### src/hdl/isa_pkg.sv
`default_nettype none

package isa_pkg;

    typedef logic [31:0] bus32_t;
    typedef logic [4:0]  reg_addr_t;

    typedef enum logic [5:0] {
        ALU_NOP       = 6'h00,
        ALU_ADD       = 6'h01,
        ALU_SUB       = 6'h02,
        ALU_AND       = 6'h03,
        ALU_OR        = 6'h04,
        ALU_XOR       = 6'h05,
        ALU_SLT       = 6'h06,
        ALU_SLTU      = 6'h07,
        ALU_PCADDU12I = 6'h08,
        ALU_LDW       = 6'h10,
        ALU_STW       = 6'h11,
        ALU_BEQ       = 6'h20,
        ALU_BNE       = 6'h21,
        ALU_BLT       = 6'h22,
        ALU_BGE       = 6'h23,
        ALU_BLTU      = 6'h24,
        ALU_BGEU      = 6'h25,
        ALU_B         = 6'h26,
        ALU_BL        = 6'h27,
        ALU_JIRL      = 6'h28
    } alu_op_t;

    // Branch offset fields in the instruction word.
    localparam int OFFS16_HI = 25;
    localparam int OFFS16_LO = 10;
    localparam int OFFS26_HI = 9;  // Upper ten bits of offs26.
    localparam int OFFS26_LO = 0;

endpackage

`default_nettype wire
### src/hdl/pipeline_pkg.sv
`default_nettype none

package pipeline_pkg;

    // Decoded instruction from the front end.
    typedef struct packed {
        logic                valid;
        isa_pkg::bus32_t     pc;
        isa_pkg::bus32_t     inst;
        isa_pkg::alu_op_t    aluop;
        isa_pkg::bus32_t     imm;
        logic                reg1_read_en;
        isa_pkg::reg_addr_t  reg1_read_addr;
        logic                reg2_read_en;
        isa_pkg::reg_addr_t  reg2_read_addr;
        logic                reg_write_en;
        isa_pkg::reg_addr_t  reg_write_addr;
        logic                pre_is_branch_taken;
        isa_pkg::bus32_t     pre_branch_addr;
    } id_dispatch_t;

    // Issued instruction with resolved operands.
    typedef struct packed {
        logic                valid;
        isa_pkg::bus32_t     pc;
        isa_pkg::alu_op_t    aluop;
        isa_pkg::bus32_t     reg1;
        isa_pkg::bus32_t     reg2;
        isa_pkg::bus32_t     imm;
        logic                reg_write_en;
        isa_pkg::reg_addr_t  reg_write_addr;
        isa_pkg::bus32_t     reg_write_branch_data;
    } dispatch_ex_t;

    typedef struct packed {
        logic                reg_write_en;
        isa_pkg::reg_addr_t  reg_write_addr;
        isa_pkg::bus32_t     reg_write_data;
    } push_forward_t;

    typedef struct packed {
        logic                update_en;
        logic                taken_or_not_actual;
        logic                branch_flush;
        isa_pkg::bus32_t     branch_actual_addr;
        isa_pkg::bus32_t     pc_dispatch;
    } branch_update_t;

endpackage

`default_nettype wire

### src/hdl/execute.sv
`timescale 1ns/1ps
`default_nettype none

module execute (
    input  logic                        clk,
    input  logic                        rst_n,
    input  pipeline_pkg::dispatch_ex_t  dispatch_ex,
    output isa_pkg::alu_op_t            ex_aluop,
    output pipeline_pkg::push_forward_t ex_push_forward,
    output pipeline_pkg::dispatch_ex_t  ex_mem
);
    import isa_pkg::*;
    import pipeline_pkg::*;

    dispatch_ex_t ex_q;
    bus32_t       result;

    // Only the valid bit is cleared by reset.
    always_ff @(posedge clk or negedge rst_n) begin
        if (!rst_n) begin
            ex_q.valid <= 1'b0;
        end else begin
            ex_q <= dispatch_ex;
        end
    end

    always_comb begin
        case (ex_q.aluop)
            ALU_ADD:           result = ex_q.reg1 + ex_q.reg2;
            ALU_SUB:           result = ex_q.reg1 - ex_q.reg2;
            ALU_AND:           result = ex_q.reg1 & ex_q.reg2;
            ALU_OR:            result = ex_q.reg1 | ex_q.reg2;
            ALU_XOR:           result = ex_q.reg1 ^ ex_q.reg2;
            ALU_SLT:           result = {31'b0, $signed(ex_q.reg1) < $signed(ex_q.reg2)};
            ALU_SLTU:          result = {31'b0, ex_q.reg1 < ex_q.reg2};
            ALU_PCADDU12I:     result = ex_q.reg1 + ex_q.reg2;  // The pc arrives in reg1.
            ALU_LDW, ALU_STW:  result = ex_q.reg1 + ex_q.imm;  // Effective address.
            ALU_BL, ALU_JIRL:  result = ex_q.reg_write_branch_data;
            default:           result = '0;
        endcase
    end

    assign ex_aluop = ex_q.valid ? ex_q.aluop : ALU_NOP;

    assign ex_push_forward.reg_write_en   = ex_q.valid && ex_q.reg_write_en;
    assign ex_push_forward.reg_write_addr = ex_q.reg_write_addr;
    assign ex_push_forward.reg_write_data = result;

    always_comb begin
        ex_mem      = ex_q;
        ex_mem.reg1 = result;  // Store data stays in reg2.
    end

    a_nop_no_write: assert property (@(posedge clk) disable iff (!rst_n)
        (ex_q.valid && ex_q.aluop == ALU_NOP) |-> !ex_q.reg_write_en);

endmodule

`default_nettype wire

### config.mk
export PLATFORM = sky130hd
export DESIGN_NAME = execute
export DESIGN_NICKNAME = d
export VERILOG_FILES = /design/src/hdl/isa_pkg.sv /design/src/hdl/pipeline_pkg.sv /design/src/hdl/execute.sv
export SDC_FILE = /design/constraint.sdc
export NUM_CORES = 1
export LEC_CHECK = 0
export ABC_AREA = 1
export BUFFER_PORTS_ARGS = -buffer_cell sky130_fd_sc_hd__clkbuf_2
export CAP_MARGIN = 20
export CELL_PAD_IN_SITES_DETAIL_PLACEMENT = 1
export CELL_PAD_IN_SITES_GLOBAL_PLACEMENT = 2
export CORE_MARGIN = 1.5
export CORE_UTILIZATION = 32
export CTS_CLUSTER_SIZE = 30
export DETAILED_ROUTE_END_ITERATION = 8
export GPL_TIMING_DRIVEN = 0
export HOLD_SLACK_MARGIN = 0.08
export PLACE_DENSITY_LB_ADDON = 0.1
export SYNTH_ARGS = -nofsm -noshare
export SYNTH_HDL_FRONTEND = slang
export SYNTH_SLANG_ARGS = --single-unit
### constraint.sdc
create_clock -name clk -period 5.3 [get_ports clk]
set_input_delay 0.53 -clock clk [delete_from_list [all_inputs] [get_ports clk]]
set_output_delay 0.53 -clock clk [all_outputs]
set_load 0.02 [all_outputs]
==> impl_metrics.tcl <==
set metrics [dict create \
    grt_max_degree 95 \
    rsz0062_at_grt "no" \
    endpoint_kind "output port" \
    initial_core_util_pct 32.3 \
    dp_slack_ns 0.128 \
    synth_common_cells "nand2_1, inv_1, buf_4, edfxtp_1, nor2_1" \
    crit_fanout 10 \
    core_region_area_sq_um 42900 \
    power_density_nw_per_um2 269 \
    cp_cell_sequence "nor2_2 -> nand3_1 -> clkbuf_4 -> clkbuf_4 -> a21oi_1 -> ha_1 -> inv_1 -> fa_1 -> inv_1 -> nand3_1 -> nand3_2 -> nand3_1 -> nand3_1 -> nand3_1 -> nand2_1 -> nand2_1 -> nand3_1 -> nand3_1 -> buf_4 -> clkbuf_2" \
    start_kind "flop" \
    layout_min_cycle_time_ns 5.01 \
    wire_per_inst_um 19.4 \
    die_y_um 211 \
    synth_top_area_share_pct 37.3 \
    finalSetupTns_ns 0 \
    synth_cell_type_count 34 \
    rows 76 \
    die_w_um 211 \
    syn_avg_cell_area_sq_um 7.67 \
    fin_cells 2816 \
    maxCapViolCount 0 \
    place.gp.congestion 0.890 \
    hp-class "in2reg" \
    synthTopCellsByArea "edfxtp_1, nand2_1, ha_1" \
    finalHoldViolCount 0 \
    netlist_area_sq_um 13900 \
    layout-drive-gt1-share_pct 28.4 \
    status "completed" \
    clock.fmax_mhz 200 \
    num_vias 13071 \
    combPwrFrac_pct 34.9 \
    first_global_vias 13421 \
    postCtsSetupRepairBufs 0 \
    ios 392 \
    postRouteAntennaNets 0 \
    port_buffers 391 \
    syn_to_final_growth_pct 24.1 \
    critical_path_required_ns 4.77 \
    slowest_delay_ns 0.49 \
    fin_ws_ns 0.291 \
    critical_path_class "reg2out" \
    leakage_nw 9.30 \
    numClockSinks 173 \
    antenna_found_initial 2 \
    arrival_ns 4.48 \
    yosysMostFrequentCell "nand2_1" \
    dp.cells 2783 \
    drv_slew 0 \
    tritoncts "built" \
    setup_viol 0 \
    cp_slowest_cell "edfxtp_1" \
    irDropWorstVdd_v 0.000254 \
    via_per_inst 4.64 \
    synth_edf_count 172 \
    async_flop_share_pct 0.578 \
    power.share.sequential_pct 37.4 \
    synth_warnings 0 \
    drc 0 \
    finalCritPeriodShare_pct 94.5 \
    cts_buffers 17 \
    power.internal_w 0.00285 \
    grt_use_total_pct 24.8 \
    path_clk_slew_ns 0.09 \
    worst_slew_pin_slew_ns 0.967 \
    p_total_w 0.00462 \
    die_area_sq_um 44600 \
    hold_buffers 0 \
    root_buffer "clkbuf_16" \
    switchingPower_w 0.00177 \
    cts_max_level 4 \
    firstDrtPassIters 5 \
    final_nets 2526 \
    crit_top_cell "nand3_1" \
    wirelength_mm 54.7 \
    ys.flop_type "edfxtp_1" \
    p_clk_share_pct 27.7 \
    clock_path_buffers 2 \
    slew_headroom_pct 35.5 \
    synthCells 1806 \
    ys_ff_latch 173 \
    grt_remaining_overflow 0 \
    drt_iter0_markers 718 \
    dp_hpwl_mm 45.6 \
    yosys.area.top_type "edfxtp_1" \
    grt_pass1_wl_mm 80.6 \
    yosysSeqAreaShare_pct 37.5 \
    power_switching_share_pct 38.4 \
    synth_fp_nets 2115 \
]
-- logic make-up (layout without fill, tap and decap cells) --
group / count (synthesis) / in the layout / share of synthesized area, %
buf+inv: 522 / 946 / 19.2
fa+ha+maj: 134 / 134 / 12.2
simple gates: 778 / 778 / 22.8
compound gates: 192 / 192 / 7.91
other cells: 0 / 1 / 0
xor+xnor: 7 / 7 / 0.443
flops: 173 / 173 / 37.5
-- state kept, by name, summed over array words and instances, names as in the netlist --
register and cells:
ex_mem 141, ex_q 32
-- worst max-delay path, delay by kind of cell (launching register included) --
kind	cells	cell delay, ns
AOI/OAI and AO/OA	1	0.20
buffers and inverters	6	1.09
DFF	1	0.49
adders and majority gates	2	0.65
and+or+nand+nor	11	1.51
-- cell usage in the layout, fill, tap and decap left out, types with 4 or more instances in the layout --
master | netlist | layout
nor3_1 | 11 | 11
nor2_1 | 161 | 160
o211ai_1 | 5 | 5
o21bai_1 | 9 | 9
a211oi_1 | 21 | 21
nand4_1 | 16 | 16
nand2_1 | 461 | 461
o21ai_0 | 41 | 41
a21oi_1 | 93 | 93
buf_2 | 10 | 11
nand3_1 | 115 | 114
clkbuf_16 | 0 | 17
clkbuf_2 | 0 | 392
buf_4 | 182 | 183
inv_6 | 0 | 6
or2_2 | 4 | 4
nand3b_1 | 6 | 6
xnor2_1 | 5 | 5
o2111ai_1 | 4 | 4
o22ai_1 | 12 | 12
edfxtp_1 | 172 | 172
ha_1 | 132 | 132
inv_1 | 318 | 318
-- what timing repair did --
| action | 4_1_cts | 5_1_grt |
|---|---|---|
| cloned | 0 | 0 |
| gates resized for setup | 13 | 7 |
| setup endpoints to repair | 38 | 14 |
| pin swaps | 0 | 0 |
-- metrics by stage --
stage	area [sq um]	hold slack [ns]	utilization, %
2_1_floorplan	13900	0.234	-
3_3_place_gp	16500	0.639	38.6
3_5_place_dp	16600	0.643	38.7
4_1_cts	17200	0.0997	40.1
5_1_grt	17200	0.121	40.1
6_report	17200	0.135	40.1
-- path summary, 6_finish.rpt --
kind | startpoint | endpoint | slack (ns) | depth (start not counted)
setup / recovery | ex_mem[137]$_DFFE_PP_ | ex_push_forward[20] | 0.29 | 20
hold / removal | dispatch_ex[172] | ex_mem[172]$_DFF_PN0_ | 0.14 | 1
max in group asynchronous | rst_n | ex_mem[172]$_DFF_PN0_ | 4.44 | 2
min in group asynchronous | rst_n | ex_mem[172]$_DFF_PN0_ | 0.55 | 2
-- area by class of cell --
type	instances	area, sq um
inverter	321	1200
tap	585	732
buffer	201	1470
fill	5432	25700
multi-input combinational	1111	6020
antenna	1	2.50
clock buffer	19	453
sequential	173	5190
clock inverter	13	139
timing repair buffer	392	1990
-- routing by layer --
layer	GRT usage [%]	wire length (um)
met4	6.77	986
met1	32.8	25500
met2	40.6	25200
met5	0	0
met3	5.44	3100
-- power by group through the flow --
| stage | clock network [W] | logic [W] | registers, W |
|---|---|---|---|
| 2_1_floorplan | 0 | 0.00104 | 0.00171 |
| 3_3_place_gp | 0 | 0.00158 | 0.00176 |
| 3_5_place_dp | 0 | 0.00161 | 0.00176 |
| 4_1_cts | 0.00133 | 0.00162 | 0.00173 |
| 5_1_grt | 0.00136 | 0.00178 | 0.00174 |
| 6_report | 0.00128 | 0.00161 | 0.00173 |
Note: power is estimated with default switching activity, not from simulation.
