[src/hdl/isa_pkg.sv]
`default_nettype none

package isa_pkg;

    typedef logic [31:0] bus32_t;
    typedef logic [4:0]  reg_addr_t;

    typedef enum logic [5:0] {
        ALU_NOP       = 6'h00,
        ALU_ADD       = 6'h01,
        ALU_SUB       = 6'h02,
        ALU_AND       = 6'h03,
        ALU_OR        = 6'h04,
        ALU_XOR       = 6'h05,
        ALU_SLT       = 6'h06,
        ALU_SLTU      = 6'h07,
        ALU_PCADDU12I = 6'h08,
        ALU_LDW       = 6'h10,
        ALU_STW       = 6'h11,
        ALU_BEQ       = 6'h20,
        ALU_BNE       = 6'h21,
        ALU_BLT       = 6'h22,
        ALU_BGE       = 6'h23,
        ALU_BLTU      = 6'h24,
        ALU_BGEU      = 6'h25,
        ALU_B         = 6'h26,
        ALU_BL        = 6'h27,
        ALU_JIRL      = 6'h28
    } alu_op_t;

    // Branch offset fields in the instruction word.
    localparam int OFFS16_HI = 25;
    localparam int OFFS16_LO = 10;
    localparam int OFFS26_HI = 9;  // Upper ten bits of offs26.
    localparam int OFFS26_LO = 0;

endpackage

`default_nettype wire
[src/hdl/pipeline_pkg.sv]
`default_nettype none

package pipeline_pkg;

    // Decoded instruction from the front end.
    typedef struct packed {
        logic                valid;
        isa_pkg::bus32_t     pc;
        isa_pkg::bus32_t     inst;
        isa_pkg::alu_op_t    aluop;
        isa_pkg::bus32_t     imm;
        logic                reg1_read_en;
        isa_pkg::reg_addr_t  reg1_read_addr;
        logic                reg2_read_en;
        isa_pkg::reg_addr_t  reg2_read_addr;
        logic                reg_write_en;
        isa_pkg::reg_addr_t  reg_write_addr;
        logic                pre_is_branch_taken;
        isa_pkg::bus32_t     pre_branch_addr;
    } id_dispatch_t;

    // Issued instruction with resolved operands.
    typedef struct packed {
        logic                valid;
        isa_pkg::bus32_t     pc;
        isa_pkg::alu_op_t    aluop;
        isa_pkg::bus32_t     reg1;
        isa_pkg::bus32_t     reg2;
        isa_pkg::bus32_t     imm;
        logic                reg_write_en;
        isa_pkg::reg_addr_t  reg_write_addr;
        isa_pkg::bus32_t     reg_write_branch_data;
    } dispatch_ex_t;

    typedef struct packed {
        logic                reg_write_en;
        isa_pkg::reg_addr_t  reg_write_addr;
        isa_pkg::bus32_t     reg_write_data;
    } push_forward_t;

    typedef struct packed {
        logic                update_en;
        logic                taken_or_not_actual;
        logic                branch_flush;
        isa_pkg::bus32_t     branch_actual_addr;
        isa_pkg::bus32_t     pc_dispatch;
    } branch_update_t;

endpackage

`default_nettype wire

[src/hdl/dispatch_regfile_if.sv]
`timescale 1ns/1ps
`default_nettype none

interface dispatch_regfile_if;
    import isa_pkg::*;

    logic      reg1_read_en;
    reg_addr_t reg1_read_addr;
    bus32_t    reg1_read_data;
    logic      reg2_read_en;
    reg_addr_t reg2_read_addr;
    bus32_t    reg2_read_data;

    modport master (
        output reg1_read_en, reg1_read_addr, reg2_read_en, reg2_read_addr,
        input  reg1_read_data, reg2_read_data
    );

    modport slave (
        input  reg1_read_en, reg1_read_addr, reg2_read_en, reg2_read_addr,
        output reg1_read_data, reg2_read_data
    );

endinterface

`default_nettype wire

[src/hdl/regfile.sv]
`timescale 1ns/1ps
`default_nettype none

module regfile (
    input  logic                       clk,
    input  logic                       rst_n,
    dispatch_regfile_if.slave          port,
    input  pipeline_pkg::push_forward_t wb
);
    import isa_pkg::*;

    bus32_t regs [1:31];

    // Write-through so a reader in the write-back cycle sees the new value.
    function automatic bus32_t read_port(input logic en, input reg_addr_t addr);
        if (!en || addr == '0) begin
            return '0;
        end else if (wb.reg_write_en && wb.reg_write_addr == addr) begin
            return wb.reg_write_data;
        end
        return regs[addr];
    endfunction

    always_ff @(posedge clk or negedge rst_n) begin
        if (!rst_n) begin
            for (int i = 1; i < 32; i++) begin
                regs[i] <= '0;
            end
        end else if (wb.reg_write_en && wb.reg_write_addr != '0) begin
            regs[wb.reg_write_addr] <= wb.reg_write_data;
        end
    end

    always_comb begin
        port.reg1_read_data = read_port(port.reg1_read_en, port.reg1_read_addr);
        port.reg2_read_data = read_port(port.reg2_read_en, port.reg2_read_addr);
    end

    // A register reads back what was written to it one cycle earlier.
    a_write_read_back: assert property (@(posedge clk) disable iff (!rst_n)
        (wb.reg_write_en && wb.reg_write_addr != '0) |=>
        (!port.reg1_read_en || port.reg1_read_addr != $past(wb.reg_write_addr) ||
         (wb.reg_write_en && wb.reg_write_addr == port.reg1_read_addr) ||
         port.reg1_read_data == $past(wb.reg_write_data)));

endmodule

`default_nettype wire

[src/flat_wrapper.sv]
// flat-port wrapper written by rule: the top's interface ports become plain ports
module regfile_flat import isa_pkg::*;
  (clk, rst_n, wb, port_reg1_read_en, port_reg1_read_addr, port_reg2_read_en, port_reg2_read_addr, port_reg1_read_data, port_reg2_read_data);
  dispatch_regfile_if port_i ();
  input  logic clk;
  input  logic rst_n;
  input  pipeline_pkg::push_forward_t wb;
  input wire logic [$bits(port_i.reg1_read_en)-1:0] port_reg1_read_en;
  input wire logic [$bits(port_i.reg1_read_addr)-1:0] port_reg1_read_addr;
  input wire logic [$bits(port_i.reg2_read_en)-1:0] port_reg2_read_en;
  input wire logic [$bits(port_i.reg2_read_addr)-1:0] port_reg2_read_addr;
  output wire logic [$bits(port_i.reg1_read_data)-1:0] port_reg1_read_data;
  output wire logic [$bits(port_i.reg2_read_data)-1:0] port_reg2_read_data;
  assign port_i.reg1_read_en = port_reg1_read_en;
  assign port_i.reg1_read_addr = port_reg1_read_addr;
  assign port_i.reg2_read_en = port_reg2_read_en;
  assign port_i.reg2_read_addr = port_reg2_read_addr;
  assign port_reg1_read_data = port_i.reg1_read_data;
  assign port_reg2_read_data = port_i.reg2_read_data;
  regfile u_core (.clk(clk), .rst_n(rst_n), .port(port_i), .wb(wb));
endmodule
[config.mk]
export PLATFORM = sky130hd
export DESIGN_NAME = regfile_flat
export DESIGN_NICKNAME = d
export VERILOG_FILES = /design/src/hdl/isa_pkg.sv /design/src/hdl/pipeline_pkg.sv /design/src/hdl/dispatch_regfile_if.sv /design/src/hdl/regfile.sv /design/src/flat_wrapper.sv
export SDC_FILE = /design/constraint.sdc
export NUM_CORES = 2
export LEC_CHECK = 0
export ABC_CLOCK_PERIOD_IN_PS = 2450
export BUFFER_PORTS_ARGS = -buffer_cell sky130_fd_sc_hd__buf_2
export CORE_ASPECT_RATIO = 0.6
export CORE_MARGIN = 10
export CORE_UTILIZATION = 53
export CTS_CLUSTER_DIAMETER = 30
export DETAILED_ROUTE_END_ITERATION = 10
export PLACE_DENSITY_LB_ADDON = 0.05
export SLEW_MARGIN = 20
export SYNTH_ARGS = -nofsm -noshare
export SYNTH_HDL_FRONTEND = slang
export SYNTH_SLANG_ARGS = --single-unit
[constraint.sdc]
create_clock -name clk -period 2.45 [get_ports clk]
set_clock_uncertainty 0.05 [all_clocks]
set_input_delay 0.245 -clock clk [delete_from_list [all_inputs] [get_ports clk]]
set_output_delay 0.245 -clock clk [all_outputs]
set_load 0.02 [all_outputs]
==> run metrics <==
largest net degree at the start of global routing=96; DP Area=0.05993 sq mm; Tot GR Track Use=34.12%; synthesis-stage register bit count=992; Cell variety after synth=53; worst slew pin tran=0.7551 ns; Iter 0 DRT Violations=4070; run status=complete, but fails checks; Root Driver=clkbuf_16; Core Rows=90; failing checks=negative setup slack; Die Y=267.3 um; worst reg2reg setup slack=1.34 ns; R2R cell count=3; CP max stage delay=0.49 ns; Flop pwr share=38.3%; final core occ=67.42%; hold path cells=3; WHS Endpoint=u_core.regs[23]$_DFFE_PN0P_; H-tree depth=4; number of buffers and inverters on the critical path=2; power per cell area=852.8 mW/mm^2; delay-heaviest family, CP=multiplexers; dpl cells=5232; Slew HR=49.55%; Pint=0.04131 W; startpoint type of the worst setup path=register; DRT Wirelength=197.8 mm; sw frac=28.71%; power share of the clock group=40.9%; dpl hpwl=127.3 mm; GP Congestion=0.9244; ys flop type=dfrtp_1; WP data arrival=2.78 ns; RSZ-0062 raised after global routing=true; Final Cycle Share=125.7%; drt drc=0; cell area after layout=0.06794 sq mm; P_sw=0.01664 W; layout overhead on the synthesized area=25.73%; worst reg2reg startpoint=u_core.regs[551]$_DFFE_PN0P_; layout cells sized above 1=63.43%; global-route wire length before repair=288.9 mm; port bufs=115; Worst Slack Setup Final=-0.6297 ns; die width=432.2 um; crit-path cells=mux4_2 > mux2_4 > a221oi_2 > buf_4 > a2111oi_4 > a21o_1 > buf_6; routed len/inst=35.43 um; Die Footprint=0.1156 sq mm; num ports=116; Setup TNS Final=-22.09 ns; critical path type=register to output port; Mapped Nets=3759; max cap viols=0; Leak Pwr=29.73 nW; setup violators final=64; worst hold start=wb[23]; CTS tree=built; min cycle time layout=3.080 ns; vias in the first global route=40730; Syn Area/Cell=14.58 sq um; EDFF count, synth=0; ANT nets after route=0; initial antenna violation count=10; Cells after Synth=3707; fin nets=4156; power share of the combinational group=20.8%; Hold Path Class=input pin to register; clock latency at the later pin of the worst-skew pair=0.78 ns; top flop regs=u_core.regs (992); Crit. End Element=output port; Core ar.=0.1008 sq mm; VDD IR-drop max=0.6430 mV; CP max stage cell=mux4_2; FMAX=0.3247 GHz; CTS Buffer Depth=3; Num CTS Buffers=163; post-synthesis sequential area ratio=45.94%; Post-Syn Area=0.05404 sq mm; worst endpoint required time=2.15 ns; FF-to-FF End=u_core.regs[551]$_DFFE_PN0P_; crit path max fanout=2; hold_ws=0.05017 ns; Async S/R FF share, synth=100.0%; Largest Register=u_core.regs; final-report hold violation count=0; drt pass-1 iters=5; vias per cell=6.990; post-route insts no fill=5584; synth warn=0; final global-route overflow total=0; Filler Cells Inserted=6911; vias after detailed routing=39033; CTS clk-pin slew, worst paths=0.06 ns; max-slew violation count=0; Initial Utilization=53.62%; clock sink count=992; max reg flops=992
==> Yosys cell counts (all sizes together) (21+ instances only) <==
cell	n	area (sq um)
a221oi	54	510.5
nand2	90	337.8
mux2i	118	1181
a221o	24	240.2
a211oi	58	435.4
o22ai	55	344.1
nor3	43	215.2
a22oi	21	157.7
mux4	395	8915
dfrtp	992	24820
mux2	1111	12510
nor2b	74	462.9
o41ai	35	321.6
nor2	23	86.33
a21oi	56	280.3
buf	208	1271
a22o	46	402.9
clkbuf	196	737.0
==> through the flow <==
stage	power [W]	setup WS, ns
floorplan	0.02913	0.008592
global placement	0.03241	-0.7756
detailed placement	0.03312	-0.7971
CTS	0.05768	-0.6348
global route	0.05997	-0.6647
finish	0.05794	-0.6297
==> placed cells by master, fill, tap and decap left out, types with 33 or more instances in the layout <==
cell type  count
mux2_2      1070
dfrtp_1      992
buf_4        401
mux4_2       393
clkbuf_16    167
buf_12       132
mux2i_1      115
nand2_1       57
nor2b_1       54
o22ai_1       49
buf_2         45
a22o_1        42
mux2_4        41
buf_6         38
a21oi_1       34
nand2_2       33
==> kinds of logic after synthesis <==
group                  count (synthesis)  synth area share (%)
AND/OR/NAND/NOR                      267                 2.484
flip-flops                           992                 45.94
multiplexers                        1624                 41.83
buffers and inverters                406                 3.730
XOR/XNOR                              10                0.1621
AO/OA/AOI/OAI                        408                 5.855
==> what timing repair did <==
item                                    CTS  global route
resized for setup                       328            80
hold buffers                             14             0
setup buffers                            41            11
pin swaps                               140            64
gates cloned                              0             0
endpoints found under the setup margin   64            64
hold endpoints to repair                851             0
==> cell type report <==
type	count	area [sq um]	share of cell area, %
Tap cell	1334	1669	2.457
Clock buffer	195	4444	6.541
Sequential cell	992	24820	36.54
Inverter	2	7.507	0.01105
Clock inverter	110	1216	1.790
Antenna cell	6	15.01	0.02210
Timing Repair Buffer	636	6538	9.622
Multi-Input combinational cell	2309	29230	43.02
==> worst reg2reg max path, stage by stage (launching register included) <==
cell and delay (ns):
dfrtp_1 0.40, buf_4 0.14, buf_4 0.13, mux2_2 0.26
==> layer usage <==
layer | up-vias | GRT usage (%) | routed length (um)
met5 | - | 0.2155 | 59
met4 | 8 | 16.03 | 9710
met3 | 580 | 11.13 | 21750
met2 | 2336 | 49.49 | 85700
met1 | 20778 | 46.37 | 80600
li1 | 15331 | - | -
==> power by group through the flow <==
stage / registers, W / logic (W) / clock network (W)
3_3_place_gp: 0.0219 / 0.0105 / 0
5_1_grt: 0.0225 / 0.0128 / 0.0247
3_5_place_dp: 0.0223 / 0.0109 / 0
6_report: 0.0222 / 0.0121 / 0.0237
2_1_floorplan: 0.0213 / 0.00781 / 0
4_1_cts: 0.0220 / 0.0117 / 0.0239
==> worst max path at each step <==
stage,startpoint,endpoint,cells after the start
after global routing,u_core.regs[580]$_DFFE_PN0P_,port_reg1_read_data[4],7
after floorplan,port_reg1_read_addr[2],port_reg1_read_data[14],8
final,u_core.regs[631]$_DFFE_PN0P_,port_reg1_read_data[23],7
after detailed placement,port_reg1_read_addr[2],port_reg1_read_data[20],10
after CTS,u_core.regs[595]$_DFFE_PN0P_,port_reg1_read_data[19],6
after global placement,port_reg1_read_addr[2],port_reg1_read_data[20],10
(Power assumes the default switching activity.)
