==> src/hdl/isa_pkg.sv <==
`default_nettype none

package isa_pkg;

    typedef logic [31:0] bus32_t;
    typedef logic [4:0]  reg_addr_t;

    typedef enum logic [5:0] {
        ALU_NOP       = 6'h00,
        ALU_ADD       = 6'h01,
        ALU_SUB       = 6'h02,
        ALU_AND       = 6'h03,
        ALU_OR        = 6'h04,
        ALU_XOR       = 6'h05,
        ALU_SLT       = 6'h06,
        ALU_SLTU      = 6'h07,
        ALU_PCADDU12I = 6'h08,
        ALU_LDW       = 6'h10,
        ALU_STW       = 6'h11,
        ALU_BEQ       = 6'h20,
        ALU_BNE       = 6'h21,
        ALU_BLT       = 6'h22,
        ALU_BGE       = 6'h23,
        ALU_BLTU      = 6'h24,
        ALU_BGEU      = 6'h25,
        ALU_B         = 6'h26,
        ALU_BL        = 6'h27,
        ALU_JIRL      = 6'h28
    } alu_op_t;

    // Branch offset fields in the instruction word.
    localparam int OFFS16_HI = 25;
    localparam int OFFS16_LO = 10;
    localparam int OFFS26_HI = 9;  // Upper ten bits of offs26.
    localparam int OFFS26_LO = 0;

endpackage

`default_nettype wire
==> src/hdl/pipeline_pkg.sv <==
`default_nettype none

package pipeline_pkg;

    // Decoded instruction from the front end.
    typedef struct packed {
        logic                valid;
        isa_pkg::bus32_t     pc;
        isa_pkg::bus32_t     inst;
        isa_pkg::alu_op_t    aluop;
        isa_pkg::bus32_t     imm;
        logic                reg1_read_en;
        isa_pkg::reg_addr_t  reg1_read_addr;
        logic                reg2_read_en;
        isa_pkg::reg_addr_t  reg2_read_addr;
        logic                reg_write_en;
        isa_pkg::reg_addr_t  reg_write_addr;
        logic                pre_is_branch_taken;
        isa_pkg::bus32_t     pre_branch_addr;
    } id_dispatch_t;

    // Issued instruction with resolved operands.
    typedef struct packed {
        logic                valid;
        isa_pkg::bus32_t     pc;
        isa_pkg::alu_op_t    aluop;
        isa_pkg::bus32_t     reg1;
        isa_pkg::bus32_t     reg2;
        isa_pkg::bus32_t     imm;
        logic                reg_write_en;
        isa_pkg::reg_addr_t  reg_write_addr;
        isa_pkg::bus32_t     reg_write_branch_data;
    } dispatch_ex_t;

    typedef struct packed {
        logic                reg_write_en;
        isa_pkg::reg_addr_t  reg_write_addr;
        isa_pkg::bus32_t     reg_write_data;
    } push_forward_t;

    typedef struct packed {
        logic                update_en;
        logic                taken_or_not_actual;
        logic                branch_flush;
        isa_pkg::bus32_t     branch_actual_addr;
        isa_pkg::bus32_t     pc_dispatch;
    } branch_update_t;

endpackage

`default_nettype wire

==> src/hdl/mem_stage.sv <==
`timescale 1ns/1ps
`default_nettype none

module mem_stage #(
    parameter int DATA_WORDS = 64
) (
    input  logic                        clk,
    input  logic                        rst_n,
    input  pipeline_pkg::dispatch_ex_t  ex_mem,
    output pipeline_pkg::push_forward_t mem_push_forward,
    output pipeline_pkg::push_forward_t wb
);
    import isa_pkg::*;
    import pipeline_pkg::*;

    dispatch_ex_t mem_q;
    bus32_t       ram [DATA_WORDS];
    bus32_t       word_idx;
    bus32_t       load_data;

    always_ff @(posedge clk or negedge rst_n) begin
        if (!rst_n) begin
            mem_q.valid <= 1'b0;
        end else begin
            mem_q <= ex_mem;
        end
    end

    assign word_idx  = (mem_q.reg1 >> 2) % DATA_WORDS;  // Aliases wrap around.
    assign load_data = ram[word_idx];

    always_ff @(posedge clk or negedge rst_n) begin
        if (!rst_n) begin
            for (int i = 0; i < DATA_WORDS; i++) begin
                ram[i] <= '0;
            end
        end else if (mem_q.valid && mem_q.aluop == ALU_STW) begin
            ram[word_idx] <= mem_q.reg2;
        end
    end

    assign mem_push_forward.reg_write_en   = mem_q.valid && mem_q.reg_write_en;
    assign mem_push_forward.reg_write_addr = mem_q.reg_write_addr;
    assign mem_push_forward.reg_write_data = (mem_q.aluop == ALU_LDW) ? load_data : mem_q.reg1;

    always_ff @(posedge clk or negedge rst_n) begin
        if (!rst_n) begin
            wb.reg_write_en <= 1'b0;
        end else begin
            wb <= mem_push_forward;
        end
    end

endmodule

`default_nettype wire

==> config.mk <==
export PLATFORM = sky130hd
export DESIGN_NAME = mem_stage
export DESIGN_NICKNAME = d
export VERILOG_FILES = /design/src/hdl/isa_pkg.sv /design/src/hdl/pipeline_pkg.sv /design/src/hdl/mem_stage.sv
export SDC_FILE = /design/constraint.sdc
export NUM_CORES = 2
export LEC_CHECK = 0
export ABC_CLOCK_PERIOD_IN_PS = 6400
export BUFFER_PORTS_ARGS = -buffer_cell sky130_fd_sc_hd__buf_2
export CAP_MARGIN = 40
export CELL_PAD_IN_SITES_DETAIL_PLACEMENT = 1
export CELL_PAD_IN_SITES_GLOBAL_PLACEMENT = 1
export CORE_MARGIN = 2
export CORE_UTILIZATION = 57
export DETAILED_ROUTE_END_ITERATION = 16
export PLACE_DENSITY = 0.95
export SLEW_MARGIN = 40
export SYNTH_ARGS = -nofsm -noshare
export SYNTH_HDL_FRONTEND = slang
export SYNTH_SLANG_ARGS = --single-unit
==> constraint.sdc <==
create_clock -name clk -period 6.4 [get_ports clk]
set_input_delay 0 -clock clk [delete_from_list [all_inputs] [get_ports clk]]
set_output_delay 0 -clock clk [all_outputs]
set_load 0.02 [all_outputs]
==> qor.txt, run 1 <==
count leader, synth: dfrtp_1
Commonest cells post-synth: dfrtp_1, mux2_2, clkbuf_1, buf_4, a221oi_1
Row Count: 152
Yosys cell types: 80
IO Pins: 251
Worst EP Category: output port
Ys Warns: 0
post-synth top area share: 52.2%
mean area per synthesized cell: 14.5 sq um
clk buf depth: 3
CTS Hold Buffers Added: 157
Worst EP post-GRT repair: mem_push_forward[13]
largest net degree at the start of global routing: 168
CTS Buf Count: 216
postcts setup bufs: 0
Mapped Area: 0.0983 sq mm
antenna violations before repair: 154
clock sinks: 2163
post-CTS sizing: 0
flops & latches, synth: 2163
Halt Stage: global routing
CTS root buf: clkbuf_16
CTS H-Tree Depth: 4
Post-synth top flop: dfrtp_1
Post-synth EDFFs: 113
Post-Syn Nets: 6942
Detail Placement HPWL: 250000 um
register area share after synthesis: 55.6%
initial core utilization: 57.3%
outcome: stopped before the end
Die Width: 419 um
Gate Count Post-Synth: 6767
Post-synth ARST share: 94.8%
largest cells by area after synthesis: dfrtp_1, mux2_2, mux4_2
GRT Util Overall: 76.6%
Error Message: [ERROR GRT-0232] Routing congestion too high. Check the congestion heatmap in the GUI.
Synth area leader: dfrtp_1
GR Overflow Total: 53
PortBufs: 154
setup slack at placement: 1.98 ns
DP Cell Count: 8824
gpl congestion: 0.909
chip height: 419 um
[logic make-up after synthesis]
family / count (synthesis) / synth area share (%)
AND/OR/NAND/NOR: 387 / 2.31
AO/OA/AOI/OAI: 927 / 6.99
flip-flops: 2163 / 55.6
buffers and inverters: 717 / 4.08
multiplexers: 2573 / 31.0
[metrics by stage]
step	hold slack, ns	cell area, sq um
global placement	0.111	101000
floorplan	-0.296	98300
CTS	0.254	111000
detailed placement	-0.0644	102000
[metal layers]
layer	overflow	GRT usage, %
met5	0	55.0
met4	30	75.4
met3	0	69.8
met2	21	86.4
met1	2	74.7
==> run 2: changes to the inputs <==
--- a/config.mk
+++ b/config.mk
@@ -8,12 +8,10 @@
 export ABC_CLOCK_PERIOD_IN_PS = 6400
 export BUFFER_PORTS_ARGS = -buffer_cell sky130_fd_sc_hd__buf_2
 export CAP_MARGIN = 40
-export CELL_PAD_IN_SITES_DETAIL_PLACEMENT = 1
-export CELL_PAD_IN_SITES_GLOBAL_PLACEMENT = 1
 export CORE_MARGIN = 2
-export CORE_UTILIZATION = 57
+export CORE_UTILIZATION = 40
 export DETAILED_ROUTE_END_ITERATION = 16
-export PLACE_DENSITY = 0.95
+export PLACE_DENSITY_LB_ADDON = 0.15
 export SLEW_MARGIN = 40
 export SYNTH_ARGS = -nofsm -noshare
 export SYNTH_HDL_FRONTEND = slang
==> run 2 against run 1 <==
Compared with the run above: the run now ends clean; synthesized area is the same; synthesized cell count unchanged.
==> qor.txt, run 2 <==
chip height: 500 um (+19%)
most frequent cells in the layout: dfrtp_1, mux2_2, clkbuf_16
f_max: 0.190 GHz
Final TNS setup: 0 ns
Mapped Area: 0.0983 sq mm (unchanged)
Detail Placement HPWL: 217000 um (-13%)
Post-synth ARST share: 94.8% (unchanged)
RSZ-0062 raised after global routing: false
# nets final: 7106
slew margin rel.: 35.6%
VDD IR max: 281 uV
postcts setup bufs: 0 (unchanged)
Post-synth top flop: dfrtp_1
commonest non-fill, non-tap cell in the layout: dfrtp_1
Yosys cell types: 80 (unchanged)
TritonCTS clock tree: built
multi-input logic area: 0.0398 sq mm
register area: 0.0547 sq mm
Gate Count Post-Synth: 6767 (unchanged)
final setup fails: 0
PwrDens: 270 mW/mm^2
vias per cell: 6.16
clock slew at reported path FFs: 0.06 ns
gpl congestion: 0.825 (-9.2%)
WL met3: 23800 um
Hold Crit Class: in -> reg
Leak: 53.3 nW
Synth area leader: dfrtp_1
PortBufs: 154 (unchanged)
later-pin clock latency in the skew report: 0.92 ns
Tcrit/Tclk final: 82.3%
antenna violations before repair: 19
register area share after synthesis: 55.6% (unchanged)
Placement Cell Area: 0.103 sq mm (+1.4%)
first-pass GRT wire length: 512000 um
clock sinks: 2163 (unchanged)
CTS Buf Count: 235 (+8.8%)
met2 WL: 165000 um
data arrival time of the worst path: 5.27 ns
ANT nets after route: 0
IO Pins: 251 (unchanged)
Area Growth Syn to Fin: 14.6%
critical path class: reg -> out
Ys Warns: 0 (unchanged)
Final Hold Viols: 0
drt wl/cell: 35.3 um
Largest Register: ram
Largest regs: ram x2048, mem_q x72, wb x38
Fillers: 21700
flops & latches, synth: 2163 (unchanged)
outcome: complete, no violations
Worst Max-Slew Pin Slew: 0.964 ns
Die Width: 500 um (+19%)
met1 wire length: 162000 um
post-CTS sizing: 0 (unchanged)
initial core utilization: 40.3% (-17 points)
via count: 63700
CTS H-Tree Depth: 4 (unchanged)
top layer in use: met5
post-synth top area share: 52.2% (unchanged)
GR Overflow Total: 0
largest cells by area after synthesis: dfrtp_1, mux2_2, mux4_2
Post-synth EDFFs: 113 (unchanged)
count leader, synth: dfrtp_1
Remaining DRCs: 0
largest net degree at the start of global routing: 153
CP Capture Type: output port
CP Launch Type: flop
CTS root buf: clkbuf_16
Total Die Area: 0.250 sq mm
number of flip-flops under the largest register name: 2048
CTS Hold Buffers Added: 157 (unchanged)
CORE AREA: 0.244 sq mm
TritonRoute pass-1 iters: 6
CP max FO: 33
mean area per synthesized cell: 14.5 sq um (unchanged)
vias in the first global route: 64600
Commonest cells post-synth: dfrtp_1, mux2_2, clkbuf_1, buf_4, a221oi_1
min Tclk post-route: 5.27 ns
Post-Syn Nets: 6942 (unchanged)
drt initial violations: 6481
worst path required time: 6.40 ns
final worst clock skew: 0.0462 ns
Row Count: 181 (+19%)
final instance area: 0.113 sq mm
WL final: 364000 um
Final Max Tran Viols: 0
Max-Cap Viols: 0
clk buf depth: 3 (unchanged)
GRT Util Overall: 28.8%
share of layout cells above drive strength 1: 44.4%
==> run 2: per-layer routing <==
layer,track usage (%),vias to the layer above
met5,0,-
met4,10.1,6
met3,4.89,601
met2,44.5,2477
met1,41.1,35000
li1,-,25600
==> run 2: per-stage QoR <==
step	worst slack (ns)	power, mW	instances	utilization (%)	hold WS [ns]
floorplan	3.83	15.3	6767	-	-0.296
global placement	1.61	16.6	9695	41.9	0.0929
detailed placement	1.99	16.6	9734	42.3	-0.0800
CTS	1.11	30.6	10300	46.1	0.250
global route	1.12	31.4	10300	46.2	0.306
finish	1.13	30.4	10300	46.2	0.313
==> run 2: worst paths after layout <==
kind / slack (ns) / from / to / cells past startpoint
setup / recovery: 1.13 / mem_q[105] / mem_push_forward[17] / 9
hold / removal: 0.31 / ex_mem[172] / mem_q[172] / 3
setup reg to reg: 1.96 / mem_q[105] / wb[17] / 8
hold reg to reg: 0.44 / mem_push_forward[33] / wb[33] / 0
max in group asynchronous: 3.84 / rst_n / ram[434] / 7
min in group asynchronous: 0.39 / rst_n / ram[1272] / 4
==> run 2: logic make-up after synthesis <==
| kind of cell | count (synthesis) | share of synthesized area [%] |
|---|---|---|
| compound gates | 927 | 6.99 |
| flops | 2163 | 55.6 |
| simple gates | 387 | 2.31 |
| mux | 2573 | 31.0 |
| buf+inv | 717 | 4.08 |
==> run 2: area by class of cell <==
class                   instances  share of cell area (%)
diodes                          6                  0.0133
clock buffers                 354                    6.19
clock inverters                74                   0.817
inverters                       7                  0.0344
multi-input cells            3887                    35.4
flip-flops and latches       2163                    48.6
well taps                    3202                    3.56
repair buffers                637                    5.45
==> run 2: power by group <==
part | internal, mW | total (mW) | switching (mW)
combinational | 0.625 | 2.50 | 1.88
sequential | 13.9 | 14.0 | 0.0792
clock | 8.03 | 13.9 | 5.91
==> run 2: critical path: stages (launching register included) <==
cell	delay (ns)
edfxtp_1	0.73
buf_12	0.41
inv_4	0.42
buf_4	0.40
a221oi_1	0.24
nor2_1	0.08
o21ai_0	0.65
o2111ai_1	0.60
o32a_1	0.52
buf_2	0.18
Note: power is estimated with default switching activity, not from simulation.
